--- config.mk ---
export PLATFORM = sky130hd
export DESIGN_NAME = axis_weight_rotator
export DESIGN_NICKNAME = d
export VERILOG_FILES = /design/src/weight_rot_pkg.sv /design/src/axis_weight_rotator.sv /design/src/rotation_counters.sv /design/src/weight_bank.sv /design/src/weight_reader.sv /design/src/weight_writer.sv
export SDC_FILE = /design/constraint.sdc
export NUM_CORES = 2
export LEC_CHECK = 0
export BUFFER_PORTS_ARGS = -buffer_cell sky130_fd_sc_hd__buf_2
export CAP_MARGIN = 10
export CORE_AREA = 4 4 545 547
export DETAILED_ROUTE_END_ITERATION = 10
export DIE_AREA = 0 0 549 551
export PLACE_DENSITY = 0.78
export SKIP_LAST_GASP = 1
export SYNTH_ARGS = -nofsm -noshare
export SYNTH_HDL_FRONTEND = slang
export SYNTH_MEMORY_MAX_BITS = 65536
export SYNTH_SLANG_ARGS = --single-unit
--- constraint.sdc ---
create_clock -name aclk -period 5.6 [get_ports aclk]
set_input_delay 0.28 -clock aclk [delete_from_list [all_inputs] [get_ports aclk]]
set_output_delay 0.28 -clock aclk [all_outputs]
set_load 0.05 [all_outputs]
--- src/weight_rot_pkg.sv ---
// beat width equals output width; the header occupies the low bits of the first beat of a layer
`default_nettype none

package weight_rot_pkg;

  localparam int WORD_WIDTH = 8;
  localparam int COLS       = 4;                  // weights per beat
  localparam int BEAT_W     = WORD_WIDTH * COLS;

  localparam int ADDR_W     = 6;
  localparam int BANK_DEPTH = 2 ** ADDR_W;        // beats per bank

  localparam int KH2_W      = 2;
  localparam int KW2_W      = 2;
  localparam int KH_W       = KH2_W + 1;          // holds 2*kh2
  localparam int CIN_W      = 4;
  localparam int COLS_W     = 4;
  localparam int BLOCKS_W   = 4;

  typedef logic [BEAT_W-1:0] beat_t;

  // layer header, low bits of the header beat
  typedef struct packed {
    logic [ADDR_W-1:0]   addr_max;  // weight beats minus one
    logic [BLOCKS_W-1:0] blocks_1;
    logic [COLS_W-1:0]   cols_1;
    logic [CIN_W-1:0]    cin_1;
    logic [KH2_W-1:0]    kh2;
    logic [KW2_W-1:0]    kw2;
  } hdr_t;

  // per-beat position flags on the master stream
  typedef struct packed {
    logic [KW2_W-1:0] kw2;
    logic             is_w_first;
    logic             is_cin_last;
    logic             is_col_1_k2;
    logic             is_top_block;
    logic             is_bot_block;
  } tuser_t;

  typedef enum logic [1:0] {
    W_IDLE,
    W_GET_HDR,
    W_WRITE,
    W_SWITCH
  } w_state_e;

  typedef enum logic [1:0] {
    R_IDLE,
    R_READ,
    R_SWITCH
  } r_state_e;

endpackage

`default_nettype wire

--- src/axis_weight_rotator.sv ---
// slave beats must be output width; one header beat then weights per layer, tlast on the last
`default_nettype none

module axis_weight_rotator (
  input  wire logic                   aclk,
  input  wire logic                   i_rst_n,
  input  wire logic                   i_s_tvalid,
  output logic                        o_s_tready,
  input  wire weight_rot_pkg::beat_t  i_s_tdata,
  input  wire logic                   i_s_tlast,
  output logic                        o_m_tvalid,
  input  wire logic                   i_m_tready,
  output weight_rot_pkg::beat_t       o_m_tdata,
  output logic                        o_m_tlast,
  output weight_rot_pkg::tuser_t      o_m_tuser
);

  import weight_rot_pkg::*;

  logic [1:0]        done_read;
  logic [1:0]        done_write;
  hdr_t [1:0]        hdr;
  logic [1:0]        bank_wen;
  logic [1:0]        bank_clear;
  beat_t             wdata;
  logic [1:0]        bank_ren;
  logic [1:0]        bank_rewind;
  beat_t [1:0]       rdata;

  weight_writer writer_i (
    .aclk         (aclk),
    .i_rst_n      (i_rst_n),
    .i_s_tvalid   (i_s_tvalid),
    .o_s_tready   (o_s_tready),
    .i_s_tdata    (i_s_tdata),
    .i_s_tlast    (i_s_tlast),
    .i_done_read  (done_read),
    .o_done_write (done_write),
    .o_hdr        (hdr),
    .o_bank_wen   (bank_wen),
    .o_bank_clear (bank_clear),
    .o_wdata      (wdata)
  );

  // ping-pong pair
  for (genvar b = 0; b < 2; b++) begin : g_bank
    weight_bank bank_i (
      .aclk       (aclk),
      .i_rst_n    (i_rst_n),
      .i_clear    (bank_clear[b]),
      .i_wen      (bank_wen[b]),
      .i_wdata    (wdata),
      .i_ren      (bank_ren[b]),
      .i_rewind   (bank_rewind[b]),
      .i_addr_max (hdr[b].addr_max),
      .o_rdata    (rdata[b])
    );
  end

  weight_reader reader_i (
    .aclk          (aclk),
    .i_rst_n       (i_rst_n),
    .i_done_write  (done_write),
    .o_done_read   (done_read),
    .i_hdr         (hdr),
    .o_bank_ren    (bank_ren),
    .o_bank_rewind (bank_rewind),
    .i_rdata       (rdata),
    .o_m_tvalid    (o_m_tvalid),
    .i_m_tready    (i_m_tready),
    .o_m_tdata     (o_m_tdata),
    .o_m_tlast     (o_m_tlast),
    .o_m_tuser     (o_m_tuser)
  );

endmodule

`default_nettype wire

--- src/rotation_counters.sv ---
// i_hdr must stay stable from i_load until the last step of the layer
`default_nettype none

module rotation_counters (
  input  wire logic                  aclk,
  input  wire logic                  i_rst_n,
  input  wire weight_rot_pkg::hdr_t  i_hdr,
  input  wire logic                  i_load,
  input  wire logic                  i_step,
  output logic                       o_last,
  output weight_rot_pkg::tuser_t     o_user
);

  import weight_rot_pkg::*;

  logic [KH_W-1:0]     kh_start;
  logic [KH_W-1:0]     cnt_kh;
  logic [CIN_W-1:0]    cnt_cin;
  logic [COLS_W-1:0]   cnt_cols;
  logic [BLOCKS_W-1:0] cnt_blocks;
  logic                last_kh;
  logic                last_cin;
  logic                last_cols;
  logic                last_blocks;

  assign kh_start = {i_hdr.kh2, 1'b0}; // kernel rows minus one

  // down-counters, order kh -> cin -> cols -> blocks
  // last flags registered alongside so they track the count
  always_ff @(posedge aclk or negedge i_rst_n) begin
    if (!i_rst_n) begin
      cnt_kh      <= '0;
      cnt_cin     <= '0;
      cnt_cols    <= '0;
      cnt_blocks  <= '0;
      last_kh     <= 1'b0;
      last_cin    <= 1'b0;
      last_cols   <= 1'b0;
      last_blocks <= 1'b0;
    end else if (i_load) begin
      cnt_kh      <= kh_start;
      cnt_cin     <= i_hdr.cin_1;
      cnt_cols    <= i_hdr.cols_1;
      cnt_blocks  <= i_hdr.blocks_1;
      last_kh     <= (kh_start == '0);
      last_cin    <= (i_hdr.cin_1 == '0);
      last_cols   <= (i_hdr.cols_1 == '0);
      last_blocks <= (i_hdr.blocks_1 == '0);
    end else if (i_step) begin
      cnt_kh  <= last_kh ? kh_start : cnt_kh - 1'b1;
      last_kh <= last_kh ? (kh_start == '0) : (cnt_kh == KH_W'(1));
      if (last_kh) begin
        cnt_cin  <= last_cin ? i_hdr.cin_1 : cnt_cin - 1'b1;
        last_cin <= last_cin ? (i_hdr.cin_1 == '0) : (cnt_cin == CIN_W'(1));
        if (last_cin) begin
          cnt_cols  <= last_cols ? i_hdr.cols_1 : cnt_cols - 1'b1;
          last_cols <= last_cols ? (i_hdr.cols_1 == '0) : (cnt_cols == COLS_W'(1));
          if (last_cols) begin
            cnt_blocks  <= last_blocks ? i_hdr.blocks_1 : cnt_blocks - 1'b1;
            last_blocks <= last_blocks ? (i_hdr.blocks_1 == '0)
                                       : (cnt_blocks == BLOCKS_W'(1));
          end
        end
      end
    end
  end

  assign o_last = last_kh && last_cin && last_cols && last_blocks;

  assign o_user.kw2          = i_hdr.kw2;
  assign o_user.is_w_first   = (cnt_kh == kh_start) && (cnt_cin == i_hdr.cin_1)
                               && (cnt_cols == i_hdr.cols_1);
  assign o_user.is_cin_last  = last_kh && last_cin;
  assign o_user.is_col_1_k2  = (cnt_cols == COLS_W'(i_hdr.kw2)); // col index cols-1-kw2
  assign o_user.is_top_block = (cnt_blocks == i_hdr.blocks_1);
  assign o_user.is_bot_block = last_blocks;

endmodule

`default_nettype wire

--- src/weight_bank.sv ---
// read data valid exactly one cycle after i_ren; reads and writes of one bank never overlap
`default_nettype none

module weight_bank (
  input  wire logic                           aclk,
  input  wire logic                           i_rst_n,
  input  wire logic                           i_clear,
  input  wire logic                           i_wen,
  input  wire weight_rot_pkg::beat_t          i_wdata,
  input  wire logic                           i_ren,
  input  wire logic                           i_rewind,
  input  wire logic [weight_rot_pkg::ADDR_W-1:0] i_addr_max,
  output weight_rot_pkg::beat_t               o_rdata
);

  import weight_rot_pkg::*;

  beat_t             mem [BANK_DEPTH];
  logic [ADDR_W-1:0] wr_ptr;
  logic [ADDR_W-1:0] rd_ptr;

  always_ff @(posedge aclk or negedge i_rst_n) begin
    if (!i_rst_n) begin
      wr_ptr <= '0;
      rd_ptr <= '0;
    end else begin
      if (i_clear) begin
        wr_ptr <= '0;
      end else if (i_wen) begin
        wr_ptr <= wr_ptr + 1'b1;
      end

      if (i_clear || i_rewind) begin
        rd_ptr <= '0;
      end else if (i_ren) begin
        rd_ptr <= (rd_ptr == i_addr_max) ? '0 : rd_ptr + 1'b1; // cyclic over the layer
      end
    end
  end

  always_ff @(posedge aclk) begin
    if (i_wen) begin
      mem[wr_ptr] <= i_wdata;
    end
    if (i_ren) begin
      o_rdata <= mem[rd_ptr];
    end
  end

endmodule

`default_nettype wire

--- src/weight_reader.sv ---
// bank read latency must be one cycle; up to two reads in flight, extras dropped on switch
`default_nettype none

module weight_reader (
  input  wire logic                        aclk,
  input  wire logic                        i_rst_n,
  input  wire logic [1:0]                  i_done_write,
  output logic [1:0]                       o_done_read,
  input  wire weight_rot_pkg::hdr_t [1:0]  i_hdr,
  output logic [1:0]                       o_bank_ren,
  output logic [1:0]                       o_bank_rewind,
  input  wire weight_rot_pkg::beat_t [1:0] i_rdata,
  output logic                             o_m_tvalid,
  input  wire logic                        i_m_tready,
  output weight_rot_pkg::beat_t            o_m_tdata,
  output logic                             o_m_tlast,
  output weight_rot_pkg::tuser_t           o_m_tuser
);

  import weight_rot_pkg::*;

  r_state_e   r_state;
  r_state_e   r_state_next;
  logic       r_idx;       // bank being streamed
  logic [1:0] r_sel;
  logic       start;
  logic       pop;
  logic       push;
  logic       ren;
  logic       pend;        // read issued last cycle
  logic [2:0] inflight;
  beat_t      skid_q [2];
  logic       wr_ptr;
  logic       rd_ptr;
  logic [1:0] cnt;

  assign r_sel = r_idx ? 2'b10 : 2'b01;
  assign start = (r_state == R_IDLE) && i_done_write[r_idx];

  always_comb begin
    r_state_next = r_state;
    unique case (r_state)
      R_IDLE:   if (start) r_state_next = R_READ;
      R_READ:   if (pop && o_m_tlast) r_state_next = R_SWITCH;
      R_SWITCH: r_state_next = R_IDLE;
      default:  r_state_next = R_IDLE;
    endcase
  end

  assign o_m_tvalid = (r_state == R_READ) && (cnt != 2'd0);
  assign o_m_tdata  = skid_q[rd_ptr];
  assign pop        = o_m_tvalid && i_m_tready;
  assign push       = pend && (r_state == R_READ);

  // room left once this cycle's pop and arriving beat are counted
  assign inflight = {1'b0, cnt} + {2'b00, pend} - {2'b00, pop};
  assign ren      = (r_state == R_READ) && (inflight < 3'd2);

  assign o_bank_ren    = ren ? r_sel : 2'b00;
  assign o_bank_rewind = (r_state == R_SWITCH) ? r_sel : 2'b00;

  always_ff @(posedge aclk or negedge i_rst_n) begin
    if (!i_rst_n) begin
      r_state     <= R_IDLE;
      r_idx       <= 1'b0;
      o_done_read <= 2'b11;      // both banks free
      pend        <= 1'b0;
      wr_ptr      <= 1'b0;
      rd_ptr      <= 1'b0;
      cnt         <= 2'd0;
    end else begin
      r_state <= r_state_next;
      pend    <= ren;
      if (start) begin
        o_done_read <= o_done_read & ~r_sel;
      end
      if (r_state == R_SWITCH) begin
        o_done_read <= o_done_read | r_sel;
        r_idx       <= ~r_idx;
        wr_ptr      <= 1'b0;     // flush prefetched beats
        rd_ptr      <= 1'b0;
        cnt         <= 2'd0;
      end else begin
        if (push) wr_ptr <= ~wr_ptr;
        if (pop)  rd_ptr <= ~rd_ptr;
        cnt <= cnt + {1'b0, push} - {1'b0, pop};
      end
    end
  end

  always_ff @(posedge aclk) begin
    if (push) begin
      skid_q[wr_ptr] <= i_rdata[r_idx];
    end
  end

  rotation_counters counters_i (
    .aclk    (aclk),
    .i_rst_n (i_rst_n),
    .i_hdr   (i_hdr[r_idx]),
    .i_load  (start),
    .i_step  (pop),
    .o_last  (o_m_tlast),
    .o_user  (o_m_tuser)
  );

endmodule

`default_nettype wire

--- src/weight_writer.sv ---
// first beat of each layer is the header; a layer longer than BANK_DEPTH beats wraps the bank
`default_nettype none

module weight_writer (
  input  wire logic                           aclk,
  input  wire logic                           i_rst_n,
  input  wire logic                           i_s_tvalid,
  output logic                                o_s_tready,
  input  wire weight_rot_pkg::beat_t          i_s_tdata,
  input  wire logic                           i_s_tlast,
  input  wire logic [1:0]                     i_done_read,
  output logic [1:0]                          o_done_write,
  output weight_rot_pkg::hdr_t [1:0]          o_hdr,
  output logic [1:0]                          o_bank_wen,
  output logic [1:0]                          o_bank_clear,
  output weight_rot_pkg::beat_t               o_wdata
);

  import weight_rot_pkg::*;

  w_state_e   w_state;
  w_state_e   w_state_next;
  logic       w_idx;        // bank being filled
  logic [1:0] w_sel;
  logic       s_hs;
  logic [1:0] done_write_next;

  assign w_sel      = w_idx ? 2'b10 : 2'b01;
  assign o_s_tready = (w_state == W_GET_HDR) || (w_state == W_WRITE);
  assign s_hs       = i_s_tvalid && o_s_tready;

  always_comb begin
    w_state_next = w_state;
    unique case (w_state)
      W_IDLE:    if (i_done_read[w_idx]) w_state_next = W_GET_HDR; // wait for a free bank
      W_GET_HDR: if (s_hs) w_state_next = W_WRITE;
      W_WRITE:   if (s_hs && i_s_tlast) w_state_next = W_SWITCH;
      W_SWITCH:  w_state_next = W_IDLE;
      default:   w_state_next = W_IDLE;
    endcase
  end

  always_comb begin
    done_write_next = o_done_write;
    if (w_state == W_GET_HDR) begin
      done_write_next = done_write_next & ~w_sel;
    end
    if (w_state == W_SWITCH) begin
      done_write_next = done_write_next | w_sel;
    end
  end

  always_ff @(posedge aclk or negedge i_rst_n) begin
    if (!i_rst_n) begin
      w_state      <= W_IDLE;
      w_idx        <= 1'b0;
      o_done_write <= 2'b00;
    end else begin
      w_state      <= w_state_next;
      o_done_write <= done_write_next;
      if (w_state == W_SWITCH) begin
        w_idx <= ~w_idx;
      end
    end
  end

  // header registers, one per bank
  always_ff @(posedge aclk) begin
    if (w_state == W_GET_HDR && s_hs) begin
      o_hdr[w_idx] <= hdr_t'(i_s_tdata[$bits(hdr_t)-1:0]);
    end
  end

  assign o_bank_clear = (w_state == W_GET_HDR) ? w_sel : 2'b00;  // pointers back to 0
  assign o_bank_wen   = (w_state == W_WRITE && s_hs) ? w_sel : 2'b00;
  assign o_wdata      = i_s_tdata;

endmodule

`default_nettype wire
# --- Yosys cells after proc, flatten, opt, wreduce, memory -nomap -nowiden ---
# Memory sizes are Yosys's and may differ from the RTL's. A register that Yosys moved wholly into a read port is not among the register bits.
# Index checks and enable logic that the tools add are counted.
totals:
  reg_bits: 102
  ramBits: 4160
  in_bits: 37
  output_inout_bits: 42
  wordCells: 211
  n_memories: 3
op_classes:
  n_addsub: 12
  n_lt_le_gt_ge: 4
  n_eq_ne: 21
  muxes: 85
  bitwise: 10
  n_reduce_logical: 42
memory_table:
  columns: ["memory", "words", "width", "rd", "rd_ports_with_merged_regs", "wr", "line_no", "rtl"]
  rows:
  - ["g_bank[0].bank_i.mem", 64, 32, 1, 1, 1, "weight_bank.sv:18", "beat_t mem [BANK_DEPTH];"]
  - ["g_bank[1].bank_i.mem", 64, 32, 1, 1, 1, "weight_bank.sv:18", null]
  - ["reader_i.skid_q", 2, 32, 1, 0, 1, "weight_reader.sv:32", "beat_t skid_q [2];"]
op_table:
  columns: ["op", "n"]
  rows:
  - ["$mux W32", 2]
  - ["$mux W4", 15]
  - ["$mux W6", 10]
  - ["$bwmux W44", 1]
  - ["$mux W1", 32]
  - ["$mux W16", 2]
  - ["$mux W2", 16]
  - ["$add A6 B1 Y6 const B", 4]
  - ["$reduce_bool A2 Y1", 12]
  - ["$demux W22 S1", 1]
  - ["$mux W22", 1]
  - ["$logic_and A1 B1 Y1", 16]
  - ["$eq A4 B1 Y1 const B", 3]
  - ["$eq A4 B4 Y1", 3]
  - ["$eq A6 B6 Y1", 2]
  - ["$logic_not A4 Y1", 3]
  - ["$sub A4 B1 Y4 const B", 3]
  - ["$mux W3", 3]
  - ["$pmux W2 S4", 1]
  - ["$eq A2 B2 Y1 const B", 3]
  - ["$ne A2 B1 Y1 const B", 3]
  - ["$reduce_and A3 Y1", 2]
  - ["$and A2 B2 Y2", 2]
  - ["$eq A2 B1 Y1 const B", 2]
  - ["21 further kinds", 32]

# --- Logic depth before layout (Yosys ltp) ---
depth:
  depth_word: 9
  ltp_mapped: 12
  mapped_depth_nobuf: 11

# --- Modules after synthesis ---
# Synthesis repeated with hierarchy kept, for this count alone.
hier_totals:
  hier_cells: 7547
  area_unflattened_um2: 166626.1
modules_own_cells:
  columns: ["module", "instances", "cells_per_inst", "area_each_um2", "seq_area_each_um2"]
  rows:
  - ["weight_bank", 2, 3526, 79851.6, 62760.2]
  - ["weight_reader", 1, 219, 3548.4, 2174.6]
  - ["weight_writer", 1, 114, 1911.8, 1446.4]
  - ["rotation_counters", 1, 162, 1462.7, 475.5]

# --- Least setup slack after synthesis ---
# OpenSTA, ideal clock, no wires.
synth_path:
  kind: "register to register"
  startpoint: "register reader_i.r_state[0]"
  endpoint: "register g_bank[1].bank_i.rd_ptr[0]"
  setup_time_ps: 96
  t_arrival_ps: 5123
  setup_slack_ps: 381
  path_stages_with_launch: 12
  n_path_buf: 1
  period_less_slack_ps: 5219
  path_cell_list: "dfrtp_1 nor2b_1 nand3b_1 inv_1 clkbuf_1 ha_1 nand2b_1 fa_1 xor2_1 nor3_1 nand2_1 o21ai_0"
synth_via:
  elab_chain_cells: 8
synth_rtl:
  columns: ["item", "line_no", "rtl"]
  rows:
  - ["from (decl)", "weight_reader.sv:22", "r_state_e r_state;"]
  - ["from (signal assigned)", "weight_reader.sv:72", "r_state <= r_state_next;"]
  - ["$eq A2 B1 Y1 (*)", "weight_reader.sv:50, weight_reader.sv:57", null]
  - ["$logic_and A1 B1 Y1", "weight_reader.sv:50", "assign o_m_tvalid = (r_state == R_READ) && (cnt != 2'd0);"]
  - ["$logic_and A1 B1 Y1", "weight_reader.sv:52", "assign pop = o_m_tvalid && i_m_tready;"]
  - ["$sub A3 B1 Y3", "weight_reader.sv:56", "assign inflight = {1'b0, cnt} + {2'b00, pend} - {2'b00, pop};"]
  - ["$lt A3 B2 Y1", "weight_reader.sv:57", "assign ren = (r_state == R_READ) && (inflight < 3'd2);"]
  - ["$logic_and A1 B1 Y1 (*)", "weight_reader.sv:57", null]
  - ["$mux W2 (*)", "weight_reader.sv:59", "assign o_bank_ren = ren ? r_sel : 2'b00;"]
  - ["net g_bank[1].bank_i.i_ren", "weight_bank.sv:10", "input wire logic i_ren,"]
  - ["$reduce_bool A2 Y1 (no source line) (*)", null, null]
  - ["to (signal assigned)", "weight_bank.sv:36", "rd_ptr <= (rd_ptr == i_addr_max) ? '0 : rd_ptr + 1'b1;"]
  - ["to (decl)", "weight_bank.sv:20", "logic [ADDR_W-1:0] rd_ptr;"]
# The timed path passes the listed nets; every way through them passes the cells marked *.
# A chain may end at the register's enable or synchronous reset.

# --- Worst setup path in the final report ---
layout_path:
  startpoint: "register writer_i.w_state[0]"
  endpoint: "memory g_bank[0].bank_i.mem[41][1] (netlist name), enable pin"
layout_via:
  elab_chain_cells: 7
layout_rtl:
  columns: ["item", "line_no", "rtl"]
  rows:
  - ["from (decl)", "weight_writer.sv:21", "w_state_e w_state;"]
  - ["from (signal assigned)", "weight_writer.sv:59", "w_state <= w_state_next;"]
  - ["$eq A2 B1 Y1 / $eq A2 B2 Y1 (equally long branches)", "weight_writer.sv:29, weight_writer.sv:75", null]
  - ["$logic_or A1 B1 Y1", "weight_writer.sv:29", "assign o_s_tready = (w_state == W_GET_HDR) || (w_state == W_WRITE);"]
  - ["$logic_and A1 B1 Y1", "weight_writer.sv:30", "assign s_hs = i_s_tvalid && o_s_tready;"]
  - ["$logic_and A1 B1 Y1 (*)", "weight_writer.sv:75", "assign o_bank_wen = (w_state == W_WRITE && s_hs) ? w_sel : 2'b00;"]
  - ["$mux W2 (*)", "weight_writer.sv:75", null]
  - ["$mux W1 (*)", "weight_bank.sv:42", "if (i_wen) begin"]
  - ["$mux W1 (implied by the code) (*)", "weight_bank.sv:43", "mem[wr_ptr] <= i_wdata;"]
  - ["to (decl)", "weight_bank.sv:18", null]
# Mark *: on every way between the ends. The rest lies on a longest branch, timed or not.

==> impl_metrics.prom <==
# TYPE chip_impl_metric gauge
chip_impl_metric{name="die_width",unit="um"} 549
chip_impl_metric{name="detail-route-antenna-nets",unit=""} 0
chip_impl_metric{name="grt_max_degree",unit=""} 108
chip_impl_metric{name="first_global_vias",unit=""} 83780
chip_impl_info{name="ys_top_cells_by_count",value="sky130_fd_sc_hd__edfxtp_1, sky130_fd_sc_hd__mux4_2, sky130_fd_sc_hd__mux2i_1, sky130_fd_sc_hd__nor2_1, sky130_fd_sc_hd__nand2_1"} 1
chip_impl_metric{name="drv.max_cap_violation_count",unit=""} 0
chip_impl_metric{name="drt_wl_total",unit="um"} 456200
chip_impl_metric{name="setup_viol",unit=""} 0
chip_impl_metric{name="finalClockSkew",unit="ns"} 0.04466
chip_impl_metric{name="gp_routability_congestion",unit=""} 0.9058
chip_impl_metric{name="p_leak",unit="nW"} 56.64
chip_impl_info{name="cts_tree",value="done"} 1
chip_impl_info{name="post-synth-top-count-cell",value="sky130_fd_sc_hd__edfxtp_1"} 1
chip_impl_metric{name="drt_first_pass_iters",unit=""} 8
chip_impl_metric{name="synth.ff_latch_count",unit=""} 4326
chip_impl_info{name="launching_point_of_the_worst_reg2reg_path",value="writer_i.w_state[0]$_DFFE_PN0P_"} 1
chip_impl_metric{name="stdcell_count",unit=""} 11920
chip_impl_metric{name="post_drt_wl_per_cell",unit="um"} 38.28
chip_impl_info{name="yosys-top-cells-area",value="sky130_fd_sc_hd__edfxtp_1, sky130_fd_sc_hd__mux4_2, sky130_fd_sc_hd__mux2i_1"} 1
chip_impl_metric{name="post_synth_mux_area_share",unit="%"} 16.32
chip_impl_metric{name="dp_cells",unit=""} 11140
chip_impl_metric{name="synth_enable_flop_cells",unit=""} 4268
chip_impl_metric{name="fin_area",unit="um^2"} 186000
chip_impl_metric{name="compound_cell_area_share_of_the_yosys_netlist",unit="%"} 2.205
chip_impl_metric{name="cts_inserted_buffers",unit=""} 397
chip_impl_metric{name="syn-mean-instance-area",unit="um^2"} 22.74
chip_impl_metric{name="area_delta_synth_final",unit="%"} 12.13
chip_impl_metric{name="cts_repair_resize_count",unit=""} 0
chip_impl_metric{name="synthesis.yosys.warnings",unit=""} 0
chip_impl_metric{name="grt_pass1_wl",unit="um"} 641500
chip_impl_metric{name="synth_simple_gate_area_share",unit="%"} 1.608
chip_impl_metric{name="yosys.area_share.adder",unit="%"} 0.1629
chip_impl_metric{name="synth_cells",unit=""} 7295
chip_impl_info{name="unrepaired_setup_endpoints_after_global_routing",value="false"} 1
chip_impl_info{name="netlist.top_cell.by_area",value="sky130_fd_sc_hd__edfxtp_1"} 1
chip_impl_metric{name="worst_slew_margin_relative_to_its_limit",unit="%"} 9.506
chip_impl_metric{name="syn_area",unit="um^2"} 165900
chip_impl_info{name="timing_worst_setup_path_type",value="register to register"} 1
chip_impl_metric{name="upper_clock_frequency_limit",unit="MHz"} 233.1
chip_impl_metric{name="detailroute.via_count",unit=""} 84030
chip_impl_metric{name="cp_max_fo",unit=""} 32
chip_impl_metric{name="synthesis.nets",unit=""} 7353
chip_impl_metric{name="die_height",unit="um"} 551
chip_impl_info{name="largest_family_of_logic_cells_by_synthesized_area",value="multiplexers"} 1
chip_impl_metric{name="finish.net_count",unit=""} 7719
chip_impl_metric{name="clock_latency_at_the_later_pin_of_the_worst_skew_pair",unit="ns"} 0.94
chip_impl_metric{name="async_reset_ff_share",unit="%"} 1.341
chip_impl_metric{name="tritoncts_num_sinks",unit=""} 4326
chip_impl_metric{name="filler_cell_count",unit=""} 17790
chip_impl_metric{name="detailedRoute.firstIterationViolations",unit=""} 15970
chip_impl_metric{name="initial_antenna_violation_count",unit=""} 45
chip_impl_metric{name="timing.setup.tns",unit="ns"} 0
chip_impl_info{name="ys_dominant_reg_cell",value="sky130_fd_sc_hd__edfxtp_1"} 1
chip_impl_metric{name="clkSlewWorstSetupHoldPaths",unit="ns"} 0.06
chip_impl_info{name="violations_in_the_final_reports",value="hold timing"} 1
chip_impl_metric{name="final_core_util",unit="%"} 63.59
chip_impl_metric{name="grt_use_total",unit="%"} 29.91
chip_impl_info{name="cts_root_buffer",value="sky130_fd_sc_hd__clkbuf_16"} 1
chip_impl_metric{name="min_period",unit="ns"} 4.290
chip_impl_metric{name="reg2reg_setup_slack",unit="ns"} 1.31
chip_impl_info{name="critPathLaunchType",value="register"} 1
chip_impl_metric{name="dpl.hpwl",unit="um"} 244200
chip_impl_info{name="critical_path.reg2reg.endpoint",value="g_bank[0].bank_i.mem[41][1]$_DFFE_PP_"} 1
chip_impl_metric{name="io_buffers",unit=""} 78
chip_impl_metric{name="worst_slew_pin_slew",unit="ns"} 1.340
chip_impl_metric{name="seq_area_frac_synth",unit="%"} 78.13
chip_impl_metric{name="pins_over_slew_limit",unit=""} 0
chip_impl_metric{name="timing.critical_path.arrival",unit="ns"} 4.81
chip_impl_metric{name="clk_path_buf_depth",unit=""} 4
chip_impl_metric{name="core.rowCount",unit=""} 199
chip_impl_metric{name="distinct_cell_type_count_of_the_synthesized_netlist",unit=""} 66
chip_impl_info{name="crit_path_end_kind",value="register"} 1
chip_impl_info{name="timing.critical_path.to",value="g_bank[0].bank_i.mem[41][1]$_DFFE_PP_"} 1
chip_impl_metric{name="final_layout_size_suffix_gt1_share",unit="%"} 27.75
chip_impl_metric{name="ir_worst_vdd",unit="uV"} 377.0
chip_impl_metric{name="globalRoute.totalOverflow",unit=""} 0
chip_impl_metric{name="post_synth_xor_area_fraction",unit="%"} 0.2270
chip_impl_metric{name="starting_density",unit="%"} 56.71
chip_impl_metric{name="placed_area",unit="um^2"} 172500
chip_impl_metric{name="detail_route.drc_violations",unit=""} 0
chip_impl_metric{name="pre_cts_slack",unit="ns"} 1.455
chip_impl_metric{name="total_power_consumption_of_the_routed_design",unit="mW"} 79.37
chip_impl_info{name="startpoint_of_the_most_critical_setup_path",value="writer_i.w_state[0]$_DFFE_PN0P_"} 1
chip_impl_metric{name="report.final.hold_viol_count",unit=""} 3
chip_impl_info{name="holdCritPathClass",value="primary input to register"} 1
chip_impl_info{name="outcome",value="complete, but fails checks"} 1
chip_impl_metric{name="post_drt_via_cell_ratio",unit=""} 7.051
chip_impl_metric{name="reg2regPathDepth",unit=""} 6
chip_impl_metric{name="pwr_density_cell",unit="nW/um^2"} 426.6
chip_impl_metric{name="ios",unit=""} 79
chip_impl_metric{name="layout_worst_path_cycle_share",unit="%"} 76.60
chip_impl_metric{name="cp_data_required_time",unit="ns"} 6.12
chip_impl_metric{name="cts-htree-levels",unit=""} 5
chip_impl_metric{name="whs",unit="ns"} -0.001607
chip_impl_metric{name="fp.dieArea",unit="um^2"} 302500
chip_impl_metric{name="final_critical_path_setup_slack",unit="ns"} 1.310
chip_impl_metric{name="placeableCoreArea",unit="um^2"} 292600
chip_impl_metric{name="yosysTopAreaCellShare",unit="%"} 77.25
[power breakdown]
| part | switching (mW) | total (mW) | internal [mW] |
|---|---|---|---|
| Combinational | 9.09 | 14.8 | 5.67 |
| Clock | 12.0 | 27.6 | 15.6 |
| Sequential | 0.721 | 37.0 | 36.3 |
| Total | 21.8 | 79.4 | 57.6 |
[worst min path at each step]
stage | from | slack, ns | cells after the start | to
floorplan | i_rst_n | -0.02 | 0 | asynchronous set/reset pin
global placement | reader_i.counters_i.cnt_cin[2]$_DFFE_PN0P_ | 0.49 | 2 | reader_i.counters_i.cnt_cin[2]$_DFFE_PN0P_
detailed placement | register | 0.51 | 2 | register
CTS | i_s_tdata[18] | 0.001 | 1 | g_bank[0].bank_i.mem[16][18]$_DFFE_PP_
global route | i_s_tdata[16] | 0.04 | 1 | g_bank[1].bank_i.mem[21][16]$_DFFE_PP_
finish | i_s_tdata[16] | -0.002 | 1 | g_bank[1].bank_i.mem[23][16]$_DFFE_PP_
[kinds of logic after synthesis]
kind of cell | after synthesis
AO/OA/AOI/OAI | 524
buffers and inverters | 426
adder cells (fa/ha/maj) | 21
multiplexers | 1362
AND/OR/NAND/NOR | 593
XOR/XNOR | 43
flip-flops | 4326
[cell type report]
cell class              count  area [um^2]  share of cell area [%]
flip-flops and latches   4326       129600                   69.69
well taps                3919         4903                   2.636
repair buffers            361         3276                   1.761
clock buffers             487        10470                   5.629
inverters                  32        132.6                 0.07129
diodes                     13        32.53                 0.01749
clock inverters           237         2525                   1.357
multi-input cells        2543        35040                   18.84
[timing repair]
item | 4_1_cts | 5_1_grt
buffers inserted | 0 | 0
endpoints found under the hold margin | 785 | 0
hold buffers | 25 | 0
[worst max-delay path, stage by stage, from the launching register on]
cell and delay, ns:
sky130_fd_sc_hd__dfrtp_1 0.40, sky130_fd_sc_hd__inv_1 0.12, sky130_fd_sc_hd__ha_1 0.38, sky130_fd_sc_hd__nand3_1 0.14
sky130_fd_sc_hd__nor2_1 0.53, sky130_fd_sc_hd__nand3_1 0.96, sky130_fd_sc_hd__nor2_4 1.31
[placed cells by master, fill, tap and decap left out, types with 38 or more instances in the layout]
master	count
sky130_fd_sc_hd__clkinv_2	76
sky130_fd_sc_hd__nor3_1	49
sky130_fd_sc_hd__clkinv_1	80
sky130_fd_sc_hd__nand3_1	46
sky130_fd_sc_hd__o22ai_1	66
sky130_fd_sc_hd__mux2i_1	220
sky130_fd_sc_hd__o221ai_1	63
sky130_fd_sc_hd__a221oi_1	38
sky130_fd_sc_hd__buf_2	46
sky130_fd_sc_hd__clkbuf_16	405
sky130_fd_sc_hd__mux2_2	75
sky130_fd_sc_hd__a21oi_1	104
sky130_fd_sc_hd__edfxtp_1	4268
sky130_fd_sc_hd__buf_12	44
sky130_fd_sc_hd__dfrtp_1	44
sky130_fd_sc_hd__clkbuf_1	79
sky130_fd_sc_hd__o21ai_0	74
sky130_fd_sc_hd__nor2_4	129
sky130_fd_sc_hd__a22oi_1	41
sky130_fd_sc_hd__nor2_1	89
sky130_fd_sc_hd__nand2_1	158
sky130_fd_sc_hd__buf_4	241
sky130_fd_sc_hd__mux4_2	1067
sky130_fd_sc_hd__bufinv_16	49
[state kept, by name (all words and copies together) (netlist names), 2 cells and up, named ones only]
| name | flops |
|---|---|
| g_bank.bank_i.mem | 4096 |
| g_bank.bank_i.o_rdata | 64 |
| reader_i.counters_i.cnt_kh | 3 |
| g_bank.bank_i.rd_ptr | 12 |
| reader_i.skid_q | 64 |
| reader_i.counters_i.cnt_cols | 4 |
| writer_i.w_state | 2 |
| writer_i.o_hdr | 44 |
| reader_i.counters_i.cnt_blocks | 4 |
| reader_i.counters_i.cnt_cin | 4 |
| reader_i.cnt | 2 |
| reader_i.r_state | 2 |
| g_bank.bank_i.wr_ptr | 12 |
[routing by layer]
layer / track usage [%] / share of wire [%]
met1: 40.97 / 33
met2: 45.86 / 47
met3: 7.971 / 15
met4: 13.65 / 5.4
met5: 0 / 0.037
(Power assumes the default switching activity.)
